## config.mk

```make
export PLATFORM = sky130hd
export DESIGN_NAME = mmu_unit_top
export DESIGN_NICKNAME = d
export VERILOG_FILES = /design/src/logic/mmu_op_pkg.sv /design/src/logic/tlb_pkg.sv /design/src/logic/mmu_cmd_decode.sv /design/src/logic/mmu_cmd_execute.sv /design/src/logic/cp0_tlb_result.sv /design/src/logic/tlb_array.sv /design/src/logic/mmu_unit_top.sv
export VERILOG_INCLUDE_DIRS = /design/src /design/src/include
export SDC_FILE = /design/constraint.sdc
export NUM_CORES = 2
export LEC_CHECK = 0
export BUFFER_PORTS_ARGS = -buffer_cell sky130_fd_sc_hd__buf_4
export CORE_ASPECT_RATIO = 1.1
export CORE_UTILIZATION = 58
export DETAILED_ROUTE_END_ITERATION = 16
export MAX_ROUTING_LAYER = met4
export PLACE_DENSITY_LB_ADDON = 0.25
export SLEW_MARGIN = 20
export SYNTH_ARGS = -nofsm -noshare
export SYNTH_HDL_FRONTEND = slang
export SYNTH_HIERARCHICAL = 1
export SYNTH_SLANG_ARGS = --single-unit
```

## constraint.sdc

```tcl
create_clock -name clk -period 7.16 [get_ports clk]
set_input_delay 1.79 -clock clk [delete_from_list [all_inputs] [get_ports clk]]
set_output_delay 1.79 -clock clk [all_outputs]
set_load 0.005 [all_outputs]
```

## src/include/mmu_consts.svh

```systemverilog
`ifndef MMU_CONSTS_SVH
`define MMU_CONSTS_SVH

// tlb geometry
`define MMU_TLBNUM          16
`define MMU_IDX_W           4

// index register
`define MMU_PROBE_FAIL_BIT  31

// entryhi fields
`define MMU_HI_VPN2_MSB     31
`define MMU_HI_VPN2_LSB     13
`define MMU_HI_ASID_MSB     7
`define MMU_HI_ASID_LSB     0
`define MMU_ENTRYHI_MASK    32'hffff_e0ff

// entrylo fields
`define MMU_LO_PFN_MSB      25
`define MMU_LO_PFN_LSB      6
`define MMU_LO_C_MSB        5
`define MMU_LO_C_LSB        3
`define MMU_LO_D_BIT        2
`define MMU_LO_V_BIT        1
`define MMU_LO_G_BIT        0
`define MMU_ENTRYLO_MASK    32'h03ff_ffff

// page offset inside one half of an entry pair
`define MMU_PAGE_OFS_W      12
`define MMU_ODD_PAGE_BIT    12

`endif

```

## src/logic/mmu_op_pkg.sv

```systemverilog
package mmu_op_pkg;

    // decoded operation
    typedef enum logic [3:0] {
        OP_MTC0  = 4'd0,
        OP_MFC0  = 4'd1,
        OP_TLBP  = 4'd2,
        OP_TLBR  = 4'd3,
        OP_TLBWI = 4'd4,
        OP_XLATE = 4'd5,
        OP_NOP   = 4'd15
    } mmu_op_e;

    // cp0 register select for mtc0/mfc0
    typedef enum logic [1:0] {
        SEL_INDEX    = 2'd0,
        SEL_ENTRYHI  = 2'd1,
        SEL_ENTRYLO0 = 2'd2,
        SEL_ENTRYLO1 = 2'd3
    } cp0_sel_e;

endpackage

```

## src/logic/tlb_pkg.sv

```systemverilog
package tlb_pkg;

    // one page half of an entry pair
    typedef struct packed {
        logic [19:0] pfn;
        logic [2:0]  c;
        logic        d;
        logic        v;
    } tlb_lo_t;

    // stored tlb entry, lo0 is the even page
    typedef struct packed {
        logic [18:0] vpn2;
        logic [7:0]  asid;
        logic        g;
        tlb_lo_t     lo0;
        tlb_lo_t     lo1;
    } tlb_entry_t;

endpackage

```

## src/logic/mmu_cmd_decode.sv

```systemverilog
`timescale 1ns/1ps

module mmu_cmd_decode
    import mmu_op_pkg::*;
(
    input  logic        clk,
    input  logic        reset,
    input  logic        cmd_valid,
    input  logic [3:0]  cmd_op,
    input  logic [1:0]  cmd_sel,
    input  logic [31:0] cmd_data,
    output logic        dec_valid,
    output mmu_op_e     dec_op,
    output cp0_sel_e    dec_sel,
    output logic [31:0] dec_data,
    output logic        dec_illegal
);

    mmu_op_e op_next;
    logic    illegal_next;

    always_comb begin
        illegal_next = 1'b0;
        case (cmd_op)
            4'd0: op_next = OP_MTC0;
            4'd1: op_next = OP_MFC0;
            4'd2: op_next = OP_TLBP;
            4'd3: op_next = OP_TLBR;
            4'd4: op_next = OP_TLBWI;
            4'd5: op_next = OP_XLATE;
            default: begin
                // unknown code becomes a bubble with a flag
                op_next      = OP_NOP;
                illegal_next = 1'b1;
            end
        endcase
    end

    always_ff @(posedge clk) begin
        if (reset) begin
            dec_valid <= 1'b0;
        end else begin
            dec_valid <= cmd_valid;
        end
    end

    always_ff @(posedge clk) begin
        dec_op      <= op_next;
        dec_sel     <= cp0_sel_e'(cmd_sel);
        dec_data    <= cmd_data;
        dec_illegal <= illegal_next;
    end

    // raw codes above xlate turn into a flagged nop one edge later
    a_illegal_nop: assert property (@(posedge clk) disable iff (reset)
        cmd_valid && (cmd_op > 4'd5) |=> dec_valid && dec_illegal && (dec_op == OP_NOP));

endmodule

```

## src/logic/mmu_cmd_execute.sv

```systemverilog
`timescale 1ns/1ps
`include "mmu_consts.svh"

module mmu_cmd_execute
    import mmu_op_pkg::*;
    import tlb_pkg::*;
(
    input  logic                  clk,
    input  logic                  reset,
    input  logic                  dec_valid,
    input  mmu_op_e               dec_op,
    input  cp0_sel_e              dec_sel,
    input  logic [31:0]           dec_data,
    input  logic                  dec_illegal,
    input  logic [31:0]           cp0_index,
    input  logic [31:0]           cp0_entryhi,
    input  logic [31:0]           cp0_entrylo0,
    input  logic [31:0]           cp0_entrylo1,
    input  logic                  s0_found,
    input  logic [19:0]           s0_pfn,
    input  logic                  s0_v,
    input  logic                  s1_found,
    input  logic [`MMU_IDX_W-1:0] s1_index,
    input  tlb_entry_t            r_entry,
    output logic [31:0]           s0_vaddr,
    output logic                  exe_valid,
    output mmu_op_e               exe_op,
    output cp0_sel_e              exe_sel,
    output logic [31:0]           exe_data,
    output logic                  exe_miss,
    output logic                  exe_illegal,
    output logic [31:0]           exe_probe_index,
    output tlb_entry_t            exe_r_entry
);

    logic [31:0] ex_data;
    logic [31:0] rd_value;
    logic        xlate_hit;

    always_ff @(posedge clk) begin
        if (reset) begin
            exe_valid <= 1'b0;
        end else begin
            exe_valid <= dec_valid;
        end
    end

    always_ff @(posedge clk) begin
        exe_op      <= dec_op;
        exe_sel     <= dec_sel;
        ex_data     <= dec_data;
        exe_illegal <= dec_illegal;
    end

    // xlate searches with the held virtual address
    assign s0_vaddr = ex_data;

    always_comb begin
        case (exe_sel)
            SEL_INDEX:    rd_value = cp0_index;
            SEL_ENTRYHI:  rd_value = cp0_entryhi;
            SEL_ENTRYLO0: rd_value = cp0_entrylo0;
            default:      rd_value = cp0_entrylo1;
        endcase
    end

    assign xlate_hit = s0_found && s0_v;

    always_comb begin
        case (exe_op)
            OP_MTC0:  exe_data = ex_data;
            OP_MFC0:  exe_data = rd_value;
            OP_XLATE: exe_data = xlate_hit ? {s0_pfn, ex_data[`MMU_PAGE_OFS_W-1:0]} : 32'd0;
            default:  exe_data = 32'd0;
        endcase
    end

    assign exe_miss = (exe_op == OP_XLATE) && !xlate_hit;

    // hit index, or the fail bit alone
    always_comb begin
        exe_probe_index = 32'd0;
        if (s1_found) begin
            exe_probe_index[`MMU_IDX_W-1:0] = s1_index;
        end else begin
            exe_probe_index[`MMU_PROBE_FAIL_BIT] = 1'b1;
        end
    end

    assign exe_r_entry = r_entry;

    // only a translation can miss, and a miss carries no address
    a_miss_xlate: assert property (@(posedge clk) disable iff (reset)
        exe_valid && exe_miss |-> (exe_op == OP_XLATE) && (exe_data == 32'd0));

endmodule

```

## src/logic/cp0_tlb_result.sv

```systemverilog
`timescale 1ns/1ps
`include "mmu_consts.svh"

module cp0_tlb_result
    import mmu_op_pkg::*;
    import tlb_pkg::*;
(
    input  logic                  clk,
    input  logic                  reset,
    input  logic                  exe_valid,
    input  mmu_op_e               exe_op,
    input  cp0_sel_e              exe_sel,
    input  logic [31:0]           exe_data,
    input  logic                  exe_miss,
    input  logic                  exe_illegal,
    input  logic [31:0]           exe_probe_index,
    input  tlb_entry_t            exe_r_entry,
    output logic [31:0]           cp0_index,
    output logic [31:0]           cp0_entryhi,
    output logic [31:0]           cp0_entrylo0,
    output logic [31:0]           cp0_entrylo1,
    output logic                  tlb_we,
    output logic [`MMU_IDX_W-1:0] w_index,
    output tlb_entry_t            w_entry,
    output logic                  rsp_valid,
    output logic [31:0]           rsp_data,
    output logic                  rsp_miss,
    output logic                  rsp_illegal
);

    function automatic logic [31:0] lo_pack(tlb_lo_t lo, logic g);
        return {6'd0, lo.pfn, lo.c, lo.d, lo.v, g};
    endfunction

    function automatic tlb_lo_t lo_unpack(logic [31:0] lo);
        tlb_lo_t f;
        f.pfn = lo[`MMU_LO_PFN_MSB:`MMU_LO_PFN_LSB];
        f.c   = lo[`MMU_LO_C_MSB:`MMU_LO_C_LSB];
        f.d   = lo[`MMU_LO_D_BIT];
        f.v   = lo[`MMU_LO_V_BIT];
        return f;
    endfunction

    // write port sees the live registers
    assign tlb_we  = exe_valid && (exe_op == OP_TLBWI);
    assign w_index = cp0_index[`MMU_IDX_W-1:0];

    always_comb begin
        w_entry.vpn2 = cp0_entryhi[`MMU_HI_VPN2_MSB:`MMU_HI_VPN2_LSB];
        w_entry.asid = cp0_entryhi[`MMU_HI_ASID_MSB:`MMU_HI_ASID_LSB];
        // global only if both halves say so
        w_entry.g    = cp0_entrylo0[`MMU_LO_G_BIT] & cp0_entrylo1[`MMU_LO_G_BIT];
        w_entry.lo0  = lo_unpack(cp0_entrylo0);
        w_entry.lo1  = lo_unpack(cp0_entrylo1);
    end

    always_ff @(posedge clk) begin
        if (reset) begin
            cp0_index    <= 32'd0;
            cp0_entryhi  <= 32'd0;
            cp0_entrylo0 <= 32'd0;
            cp0_entrylo1 <= 32'd0;
        end else if (exe_valid) begin
            case (exe_op)
                OP_MTC0: begin
                    case (exe_sel)
                        SEL_INDEX:    cp0_index    <= 32'(exe_data[`MMU_IDX_W-1:0]);
                        SEL_ENTRYHI:  cp0_entryhi  <= exe_data & `MMU_ENTRYHI_MASK;
                        SEL_ENTRYLO0: cp0_entrylo0 <= exe_data & `MMU_ENTRYLO_MASK;
                        default:      cp0_entrylo1 <= exe_data & `MMU_ENTRYLO_MASK;
                    endcase
                end
                OP_TLBP: cp0_index <= exe_probe_index;
                OP_TLBR: begin
                    cp0_entryhi  <= {exe_r_entry.vpn2, 5'd0, exe_r_entry.asid};
                    cp0_entrylo0 <= lo_pack(exe_r_entry.lo0, exe_r_entry.g);
                    cp0_entrylo1 <= lo_pack(exe_r_entry.lo1, exe_r_entry.g);
                end
                default: ;
            endcase
        end
    end

    always_ff @(posedge clk) begin
        if (reset) begin
            rsp_valid   <= 1'b0;
            rsp_miss    <= 1'b0;
            rsp_illegal <= 1'b0;
        end else begin
            rsp_valid   <= exe_valid;
            rsp_miss    <= exe_valid && exe_miss;
            rsp_illegal <= exe_valid && exe_illegal;
        end
    end

    always_ff @(posedge clk) begin
        if ((exe_op == OP_MFC0) || (exe_op == OP_XLATE)) begin
            rsp_data <= exe_data;
        end else begin
            rsp_data <= 32'd0;
        end
    end

    // a tlb write answers with one clean response and zero data
    a_we_tlbwi: assert property (@(posedge clk) disable iff (reset)
        tlb_we |=> rsp_valid && !rsp_miss && !rsp_illegal && (rsp_data == 32'd0));

endmodule

```

## src/logic/tlb_array.sv

```systemverilog
`timescale 1ns/1ps
`include "mmu_consts.svh"

module tlb_array
    import tlb_pkg::*;
(
    input  logic                  clk,
    input  logic [31:0]           s0_vaddr,
    input  logic [7:0]            s0_asid,
    input  logic [18:0]           s1_vpn2,
    input  logic [7:0]            s1_asid,
    input  logic                  we,
    input  logic [`MMU_IDX_W-1:0] w_index,
    input  tlb_entry_t            w_entry,
    input  logic [`MMU_IDX_W-1:0] r_index,
    output logic                  s0_found,
    output logic [19:0]           s0_pfn,
    output logic                  s0_v,
    output logic                  s1_found,
    output logic [`MMU_IDX_W-1:0] s1_index,
    output tlb_entry_t            r_entry
);

    tlb_entry_t entry [`MMU_TLBNUM];

    logic [`MMU_IDX_W-1:0] s0_index;
    tlb_lo_t               s0_lo;

    always_ff @(posedge clk) begin
        if (we) begin
            entry[w_index] <= w_entry;
        end
    end

    // returns {found, index}; scanning down leaves the lowest match
    function automatic logic [`MMU_IDX_W:0] lookup(logic [18:0] vpn2, logic [7:0] asid);
        logic [`MMU_IDX_W:0] res;
        res = '0;
        for (int i = `MMU_TLBNUM - 1; i >= 0; i--) begin
            if ((entry[i].vpn2 == vpn2) && (entry[i].g || (entry[i].asid == asid))) begin
                res = {1'b1, i[`MMU_IDX_W-1:0]};
            end
        end
        return res;
    endfunction

    // port 0, translation
    always_comb begin
        {s0_found, s0_index} = lookup(s0_vaddr[31:13], s0_asid);
    end

    // odd page takes the second half
    assign s0_lo  = s0_vaddr[`MMU_ODD_PAGE_BIT] ? entry[s0_index].lo1 : entry[s0_index].lo0;
    assign s0_pfn = s0_lo.pfn;
    assign s0_v   = s0_lo.v;

    // port 1, probe
    always_comb begin
        {s1_found, s1_index} = lookup(s1_vpn2, s1_asid);
    end

    assign r_entry = entry[r_index];

    a_w_index: assert property (@(posedge clk) we |-> (w_index < `MMU_TLBNUM));

endmodule

```

## src/logic/mmu_unit_top.sv

```systemverilog
`timescale 1ns/1ps
`include "mmu_consts.svh"

module mmu_unit_top
    import mmu_op_pkg::*;
    import tlb_pkg::*;
(
    input  logic        clk,
    input  logic        reset,
    input  logic        cmd_valid,
    input  logic [3:0]  cmd_op,
    input  logic [1:0]  cmd_sel,
    input  logic [31:0] cmd_data,
    output logic        rsp_valid,
    output logic [31:0] rsp_data,
    output logic        rsp_miss,
    output logic        rsp_illegal
);

    logic        dec_valid;
    mmu_op_e     dec_op;
    cp0_sel_e    dec_sel;
    logic [31:0] dec_data;
    logic        dec_illegal;

    logic        exe_valid;
    mmu_op_e     exe_op;
    cp0_sel_e    exe_sel;
    logic [31:0] exe_data;
    logic        exe_miss;
    logic        exe_illegal;
    logic [31:0] exe_probe_index;
    tlb_entry_t  exe_r_entry;

    logic [31:0] cp0_index;
    logic [31:0] cp0_entryhi;
    logic [31:0] cp0_entrylo0;
    logic [31:0] cp0_entrylo1;

    logic [31:0]           s0_vaddr;
    logic                  s0_found;
    logic [19:0]           s0_pfn;
    logic                  s0_v;
    logic                  s1_found;
    logic [`MMU_IDX_W-1:0] s1_index;
    tlb_entry_t            r_entry;
    logic                  tlb_we;
    logic [`MMU_IDX_W-1:0] w_index;
    tlb_entry_t            w_entry;

    mmu_cmd_decode u_decode (
        .clk         (clk),
        .reset       (reset),
        .cmd_valid   (cmd_valid),
        .cmd_op      (cmd_op),
        .cmd_sel     (cmd_sel),
        .cmd_data    (cmd_data),
        .dec_valid   (dec_valid),
        .dec_op      (dec_op),
        .dec_sel     (dec_sel),
        .dec_data    (dec_data),
        .dec_illegal (dec_illegal)
    );

    mmu_cmd_execute u_execute (
        .clk             (clk),
        .reset           (reset),
        .dec_valid       (dec_valid),
        .dec_op          (dec_op),
        .dec_sel         (dec_sel),
        .dec_data        (dec_data),
        .dec_illegal     (dec_illegal),
        .cp0_index       (cp0_index),
        .cp0_entryhi     (cp0_entryhi),
        .cp0_entrylo0    (cp0_entrylo0),
        .cp0_entrylo1    (cp0_entrylo1),
        .s0_found        (s0_found),
        .s0_pfn          (s0_pfn),
        .s0_v            (s0_v),
        .s1_found        (s1_found),
        .s1_index        (s1_index),
        .r_entry         (r_entry),
        .s0_vaddr        (s0_vaddr),
        .exe_valid       (exe_valid),
        .exe_op          (exe_op),
        .exe_sel         (exe_sel),
        .exe_data        (exe_data),
        .exe_miss        (exe_miss),
        .exe_illegal     (exe_illegal),
        .exe_probe_index (exe_probe_index),
        .exe_r_entry     (exe_r_entry)
    );

    cp0_tlb_result u_result (
        .clk             (clk),
        .reset           (reset),
        .exe_valid       (exe_valid),
        .exe_op          (exe_op),
        .exe_sel         (exe_sel),
        .exe_data        (exe_data),
        .exe_miss        (exe_miss),
        .exe_illegal     (exe_illegal),
        .exe_probe_index (exe_probe_index),
        .exe_r_entry     (exe_r_entry),
        .cp0_index       (cp0_index),
        .cp0_entryhi     (cp0_entryhi),
        .cp0_entrylo0    (cp0_entrylo0),
        .cp0_entrylo1    (cp0_entrylo1),
        .tlb_we          (tlb_we),
        .w_index         (w_index),
        .w_entry         (w_entry),
        .rsp_valid       (rsp_valid),
        .rsp_data        (rsp_data),
        .rsp_miss        (rsp_miss),
        .rsp_illegal     (rsp_illegal)
    );

    // both search ports use the current asid
    tlb_array u_tlb (
        .clk      (clk),
        .s0_vaddr (s0_vaddr),
        .s0_asid  (cp0_entryhi[`MMU_HI_ASID_MSB:`MMU_HI_ASID_LSB]),
        .s1_vpn2  (cp0_entryhi[`MMU_HI_VPN2_MSB:`MMU_HI_VPN2_LSB]),
        .s1_asid  (cp0_entryhi[`MMU_HI_ASID_MSB:`MMU_HI_ASID_LSB]),
        .we       (tlb_we),
        .w_index  (w_index),
        .w_entry  (w_entry),
        .r_index  (cp0_index[`MMU_IDX_W-1:0]),
        .s0_found (s0_found),
        .s0_pfn   (s0_pfn),
        .s0_v     (s0_v),
        .s1_found (s1_found),
        .s1_index (s1_index),
        .r_entry  (r_entry)
    );

endmodule

```

=== Word level (Yosys, flattened, before mapping) ===
Memories as Yosys holds them, arrays and structs flattened. A register that Yosys moved wholly into a read port is not among the register bits.
Cells that the tools add are included.
W data, S select, Z words.

* Register bits: 243
* Bits in latches: 0
* Memory bits (writable): 1,248
* ROM bits: 0
* Word-level logic and storage cells: 202
* Memories: 1

* Add/sub/neg operators: 0
* $mul: 0
* Divide/modulo/power cells: 0
* Magnitude comparators: 0
* Equal/unequal tests: 64
* Shift-type cells: 0
* Multiplexer cells: 52
* Bitwise logic cells: 1
* Reduce and logical (&&, ||, !) cells: 66

{| class="wikitable"
|+ Memory list
! name !! words !! bits a word !! rd ports !! clocked after Yosys merged registers in !! write ports !! RTL line !! source
|-
| u_tlb.entry || 16 || 78 || 18 || 1 || 1 || tlb_array.sv:24 || <nowiki>tlb_entry_t entry [`MMU_TLBNUM];</nowiki>
|}

{| class="wikitable"
|+ Operators with widths
! cell !! count
|-
| $eq A19 B19 Y1 || 32
|-
| $pmux W32 S2 || 4
|-
| $pmux W32 S3 || 2
|-
| $mux W32 || 5
|-
| $mux W5 || 32
|-
| $eq A8 B8 Y1 || 16
|-
| $logic_and A1 B1 Y1 || 37
|-
| $mux W25 || 1
|-
| $pmux W4 S6 || 1
|-
| $logic_or A1 B1 Y1 || 17
|-
| $eq A4 B2 Y1 const B || 4
|-
| $eq A4 B3 Y1 const B || 4
|-
| $mux W4 || 3
|-
| $reduce_and A3 Y1 || 4
|-
| $eq A4 B1 Y1 const B || 2
|-
| $logic_not A4 Y1 || 2
|-
| $ne A2 B2 Y1 const B || 4
|-
| $reduce_or A6 Y1 || 1
|-
| $mux W1 || 4
|-
| $reduce_bool A2 Y1 || 2
|-
| $reduce_or A3 Y1 || 1
|-
| $eq A2 B1 Y1 const B || 1
|-
| $eq A2 B2 Y1 const B || 1
|-
| $logic_not A2 Y1 || 1
|-
| 2 further kinds || 2
|}

=== Logic depth before layout (Yosys ltp) ===
An unclocked memory read counts as a cell.

* Word-level depth: 29
* Depth in mapped cells: 24
* Gate-level depth less buffers: 18

=== By module ===
The synthesis kept the hierarchy.

{| class="wikitable"
|+ By module, submodules not included
! module !! times used !! cells each !! area an instance (um^2) !! sequential area each (um^2)
|-
| tlb_array || 1 || 4,181 || 63,342.0 || 37,475.9
|-
| cp0_tlb_result || 1 || 707 || 6,427.4 || 2,922.8
|-
| mmu_cmd_execute || 1 || 260 || 2,956.6 || 800.8
|-
| mmu_cmd_decode || 1 || 45 || 824.5 || 780.7
|}

=== Worst setup path before layout ===
Ideal clock, no wire load.

* Kind: register to register
* Start point: reg u_execute.exe_op[0]
* End point: mem u_tlb/entry[0][0] (netlist bit) (enable)
* Setup time: 0.610 ns
* Arrival: 6.704 ns
* Slack: -0.154 ns
* Stages on the path, launching flop included: 6
* Path buffers: 0
* Period minus slack after synthesis: 7.314 ns
* Cell sequence: dfxtp_1 > nor2b_1 > nand2_1 > nor3_1 > or3b_2 > nor3_1

* Cells in the longest elaborated chain, start to end: 4

{| class="wikitable"
|+ Ends and longest elaborated chain
! what !! RTL line !! source
|-
| start, declared || mmu_cmd_execute.sv:27 || <nowiki>output mmu_op_e exe_op,</nowiki>
|-
| start signal, assigned || mmu_cmd_execute.sv:49 || <nowiki>exe_op <= dec_op;</nowiki>
|-
| $eq A4 B3 Y1 || cp0_tlb_result.sv:45 || <nowiki>assign tlb_we = exe_valid && (exe_op == OP_TLBWI);</nowiki>
|-
| $logic_and A1 B1 Y1 || cp0_tlb_result.sv:45 ||
|-
| net tlb_we || mmu_unit_top.sv:47 || <nowiki>logic tlb_we;</nowiki>
|-
| $mux W1 || tlb_array.sv:30 || <nowiki>if (we) begin</nowiki>
|-
| $mux W1 (not written as such) || tlb_array.sv:31 || <nowiki>entry[w_index] <= w_entry;</nowiki>
|-
| end, declared || tlb_array.sv:24 ||
|}

The timed path passes the listed nets, and every way through them passes these cells.

=== Worst setup path in the final report ===
* Start point: reg u_result.cp0_entryhi[0]
* End point: reg u_result.cp0_entrylo1[25]

* Elaborated cells on any way between the ends: 71

{| class="wikitable"
|+ RTL lines
! what !! RTL line !! source
|-
| start, declared || cp0_tlb_result.sv:19 || <nowiki>output logic [31:0] cp0_entryhi,</nowiki>
|-
| start signal, assigned || cp0_tlb_result.sv:68 || <nowiki>SEL_ENTRYHI: cp0_entryhi <= exe_data & `MMU_ENTRYHI_MASK;</nowiki>
|-
| start signal, assigned || cp0_tlb_result.sv:75 || <nowiki>cp0_entryhi <= {exe_r_entry.vpn2, 5'd0, exe_r_entry.asid};</nowiki>
|-
| $eq A8 B8 Y1 || tlb_array.sv:40 || <nowiki>if ((entry[i].vpn2 == vpn2) && (entry[i].g || (entry[i].asid == asid))) begin</nowiki>
|-
| $logic_or A1 B1 Y1 || tlb_array.sv:40 ||
|-
| $logic_and A1 B1 Y1 || tlb_array.sv:40 ||
|-
| $mux W5 (15 in series) || tlb_array.sv:40 ||
|-
| $mux W5 * || tlb_array.sv:40 ||
|-
| $mem_v2 Z16 W78 * || - ||
|-
| $mux W25 * || tlb_array.sv:53 || <nowiki>assign s0_lo = s0_vaddr[`MMU_ODD_PAGE_BIT] ? entry[s0_index].lo1 : entry[s0_index].lo0;</nowiki>
|-
| net s0_pfn[13] || mmu_unit_top.sv:42 || <nowiki>logic [19:0] s0_pfn;</nowiki>
|-
| $mux W32 * || mmu_cmd_execute.sv:73 || <nowiki>OP_XLATE: exe_data = xlate_hit ? {s0_pfn, ex_data[`MMU_PAGE_OFS_W-1:0]} : 32'd0;</nowiki>
|-
| $pmux W32 S3 * || mmu_cmd_execute.sv:70 || <nowiki>case (exe_op)</nowiki>
|-
| net exe_data[25] || mmu_unit_top.sv:29 || <nowiki>logic [31:0] exe_data;</nowiki>
|-
| $mux W32 * || cp0_tlb_result.sv:66 || <nowiki>case (exe_sel)</nowiki>
|-
| $pmux W32 S2 * || cp0_tlb_result.sv:64 || <nowiki>case (exe_op)</nowiki>
|-
| end signal, assigned || cp0_tlb_result.sv:70 || <nowiki>default: cp0_entrylo1 <= exe_data & `MMU_ENTRYLO_MASK;</nowiki>
|-
| end signal, assigned || cp0_tlb_result.sv:77 || <nowiki>cp0_entrylo1 <= lo_pack(exe_r_entry.lo1, exe_r_entry.g);</nowiki>
|-
| end, declared || cp0_tlb_result.sv:21 || <nowiki>output logic [31:0] cp0_entrylo1,</nowiki>
|}

Mark *: on every way through the listed nets, which the timed path passes. The rest lies on a longest branch. The select of a mux whose other input is x is not followed.
A chain may end at the register's enable or synchronous reset.

==> impl_results.md <==
- Die area: 128000 µm²
- RR Startpoint: u_result/cp0_entryhi[0]$_SDFFE_PP0P_
- Final clock skew: about 0.032 ns
- Hold Path Origin: u_decode/dec_sel[0]$_DFF_P_
- Die W: ~340 µm
- Final #Nets: around 5100
- Synthesized area per cell: ~14 µm²
- Tmin final: between 6 and 7 ns
- DR vias/cell: 6.99
- Yosys synthesis warning count: 6
- Reg clk slew, reported paths: roughly 0.06 ns
- Setup tns final: 0 ns
- CTS tree: built
- Hold Path Class: reg2reg
- CTS Buffer Depth: 3
- # Post-CTS Setup Buffers: 0
- Average wire per standard cell: 34.7 µm
- Crit path DAT: 7.62 ns
- Final HPWL from detailed placement: roughly 150 mm
- Layout area overhead: 8.27%
- Lkg Pwr: 0.0275 µW
- FILL cells: roughly 9000
- Tightest Pin Transition: between 1 and 1.5 ns
- Clk root buf: clkbuf_16
- CP peak stage delay: between 0.9 and 1 ns
- Tcrit/Tclk final: a little over nine tenths
- Beginning of the critical path: u_result/cp0_entryhi[0]$_SDFFE_PP0P_
- IO Pins: 76
- Synth area leader: edfxtp_1
- Synthesized cell area: between 70000 and 80000 µm²
- Power Total: between 15000 and 20000 µW
- Crit-path most repeated cell: a21oi_1
- Final WL: 237 mm
- Register area: ~42000 µm²
- Worst-path fanout max: 88
- Final Hold Vio Count: 0
- First-pass GRT wire length: around 340 mm
- Critical path required time: 7.86 ns
- Layout Cells excl Fill: a little under 7000
- Slowest cell on crit path: o31ai_1
- Largest net degree at the start of global routing: around 140
- Total GRT Usage: 38.2%
- P per Cell Area: about 220 nW/µm²
- IO buf count: between 70 and 80
- DRC: 0
- Yosys cell types: a little over 70
- Number of synthesized flops with an enable pin: about 1200
- Most common cell in the netlist: edfxtp_1
- Row count: approximately 140
- GRT overflow: 0
- Hold Buf Count CTS: 0
- Synth top cells by count: edfxtp_1 (1248), xor2_1 (768), mux4_2 (419), nand2_1 (369), buf_4 (235)
- Vias in the first global route: 46969
- Post-Place Worst Slack: 0.653 ns
- Skew-Pair Late Insertion Delay: roughly 0.82 ns
- RSZ-0062 raised after global routing: false
- Multi-input logic area: roughly 28000 µm²
- Starting density of the core: a little under 60%
- Final-report setup violation count: 0
- Num CTS Buffers: approximately 150
- VDD IR-drop max: ~300 µV
- Worst rel slew slack: 18.9%
- Initial antenna violation count: 10
- Max Freq: between 100 and 150 MHz
- Synth top area share: around half
- Max-slew violations: 0
- Outcome: finished clean
- Antenna-violating nets left: 0
- CP cell instances: buf_4 > xor2_1 > nor4_1 > a21oi_1 > nor3_1 > a211oi_1 > o211a_4 > o31ai_4 > buf_12 > buf_12 > nand2_1 > a21oi_1 > nand3_1 > o31ai_1 > a221o_1 > nor2b_1 > a21oi_1 > a211oi_1
- DR vias: roughly 48000
- H-Tree Depth: 4
- Yosys reg bits: 1473
- Critical Path End Type: register
- WS Path Type: reg2reg
- Post-layout util: approximately 63%
- PnR worst setup slack: 0.238 ns
- Syn Inst Count: around 5200
- Synth Flop Type: edfxtp_1
- Startpoint Class: register
- Max_cap viols: 0
- Cts repair resizes: 0
- Pre-antenna DRT Iters: 8
- RePlAce Congestion: 1.08
- Dpl cells: between 6000 and 7000
- Share of layout cells above drive strength 1: between 10% and 20%
- Area contributors post-synth: edfxtp_1 (51%), mux4_2 (13%), xor2_1 (9.1%)
- Core area: roughly 130000 µm²
- DIE HEIGHT: 375 µm
- Initial DRC Count: between 6000 and 7000
- CTS sink cnt: approximately 1500
- Share of synthesized registers carrying an async set or reset: 0%
- Post-synthesis sequential area ratio: a little under three fifths
-- sequential cells by signal (all words and copies together) (netlist names), 2 cells and up --
register / count
u_tlb/entry: 1248
u_decode/dec_sel: 2
u_execute/exe_op: 4
u_execute/exe_sel: 2
u_result/cp0_index: 32
u_result/rsp_data: 32
u_result/cp0_entrylo1: 26
u_decode/dec_data: 32
u_execute/s0_vaddr: 32
u_decode/dec_op: 3
u_result/cp0_entryhi: 27
u_result/cp0_entrylo0: 26
-- report_power, final --
part / internal (µW) / switching (µW)
Clock: 4640 / 3420
Combinational: 130 / 218
Sequential: 9210 / 67.3
Total: 14000 / 3710
-- through the flow --
stage	hold WS [ns]	instance area [µm²]
3_3_place_gp	0.311	74600
4_1_cts	0.331	79600
3_5_place_dp	0.313	74600
5_1_grt	0.337	79600
2_1_floorplan	0.310	73700
6_report	0.327	79600
-- layer usage --
layer	wire length, µm	track usage (%)	vias up
li1	-	-	19261
met1	84400	48.5	24214
met2	109000	56.6	3543
met3	28500	9.26	788
met4	15600	21.2	0
met5	0	-	-
-- cells in the final DEF (no fill, tap or decap), drive strengths merged, types with 14 or more instances in the layout --
cell type	count
inv	14
a211o	22
a32oi	21
xor2	769
and2	90
nor4	195
nand3	155
nand2	369
mux4	422
nor2b	31
o21ai	26
conb	44
a221o	20
a311o	21
o31ai	22
and3	22
a211oi	88
edfxtp	1248
a22oi	21
nor3	30
nor2	187
buf	234
clkbuf	207
o211ai	23
a31oi	22
dfxtp	225
a21oi	175
clkinv	52
a311oi	20
nand4	63
and4	21
mux2i	142
xnor2	96
-- area by class of cell --
cell class | instances | share of cell area, %
Clock inverter | 76 | 0.881
Clock buffer | 207 | 5.46
Inverter | 6 | 0.0283
Tap cell | 1656 | 2.60
Antenna cell | 13 | 0.0409
Sequential cell | 1473 | 52.8
Multi-Input combinational cell | 3174 | 35.7
Timing Repair Buffer | 234 | 2.50
-- worst paths after layout --
kind / endpoint / slack (ns) / depth (start not counted)
worst max-delay path: u_result/cp0_entrylo1[25]$_SDFFE_PP0P_ / 0.24 / 18
worst min-delay path: u_execute/exe_sel[0]$_DFF_P_ / 0.33 / 0
worst min register to register: u_execute/exe_sel[0]$_DFF_P_ / 0.33 / 0
worst max register to register: u_result/cp0_entrylo1[25]$_SDFFE_PP0P_ / 0.24 / 18
-- logic make-up after synthesis --
group,after synthesis,share of synthesized area [%]
compound gates,500,4.73
flops,1473,57.1
buf+inv,588,4.79
simple gates,1200,8.20
other cells,2,0.0102
mux,565,14.9
xor+xnor,865,10.3
-- critical path, delay by kind of cell, from the launching register on --
family	cells	cell delay (ns)
compound gates	9	3.28
buf+inv	3	1.12
xor+xnor	1	0.12
simple gates	5	1.56
flops	1	0.51
Note: power is estimated with default switching activity, not from simulation.
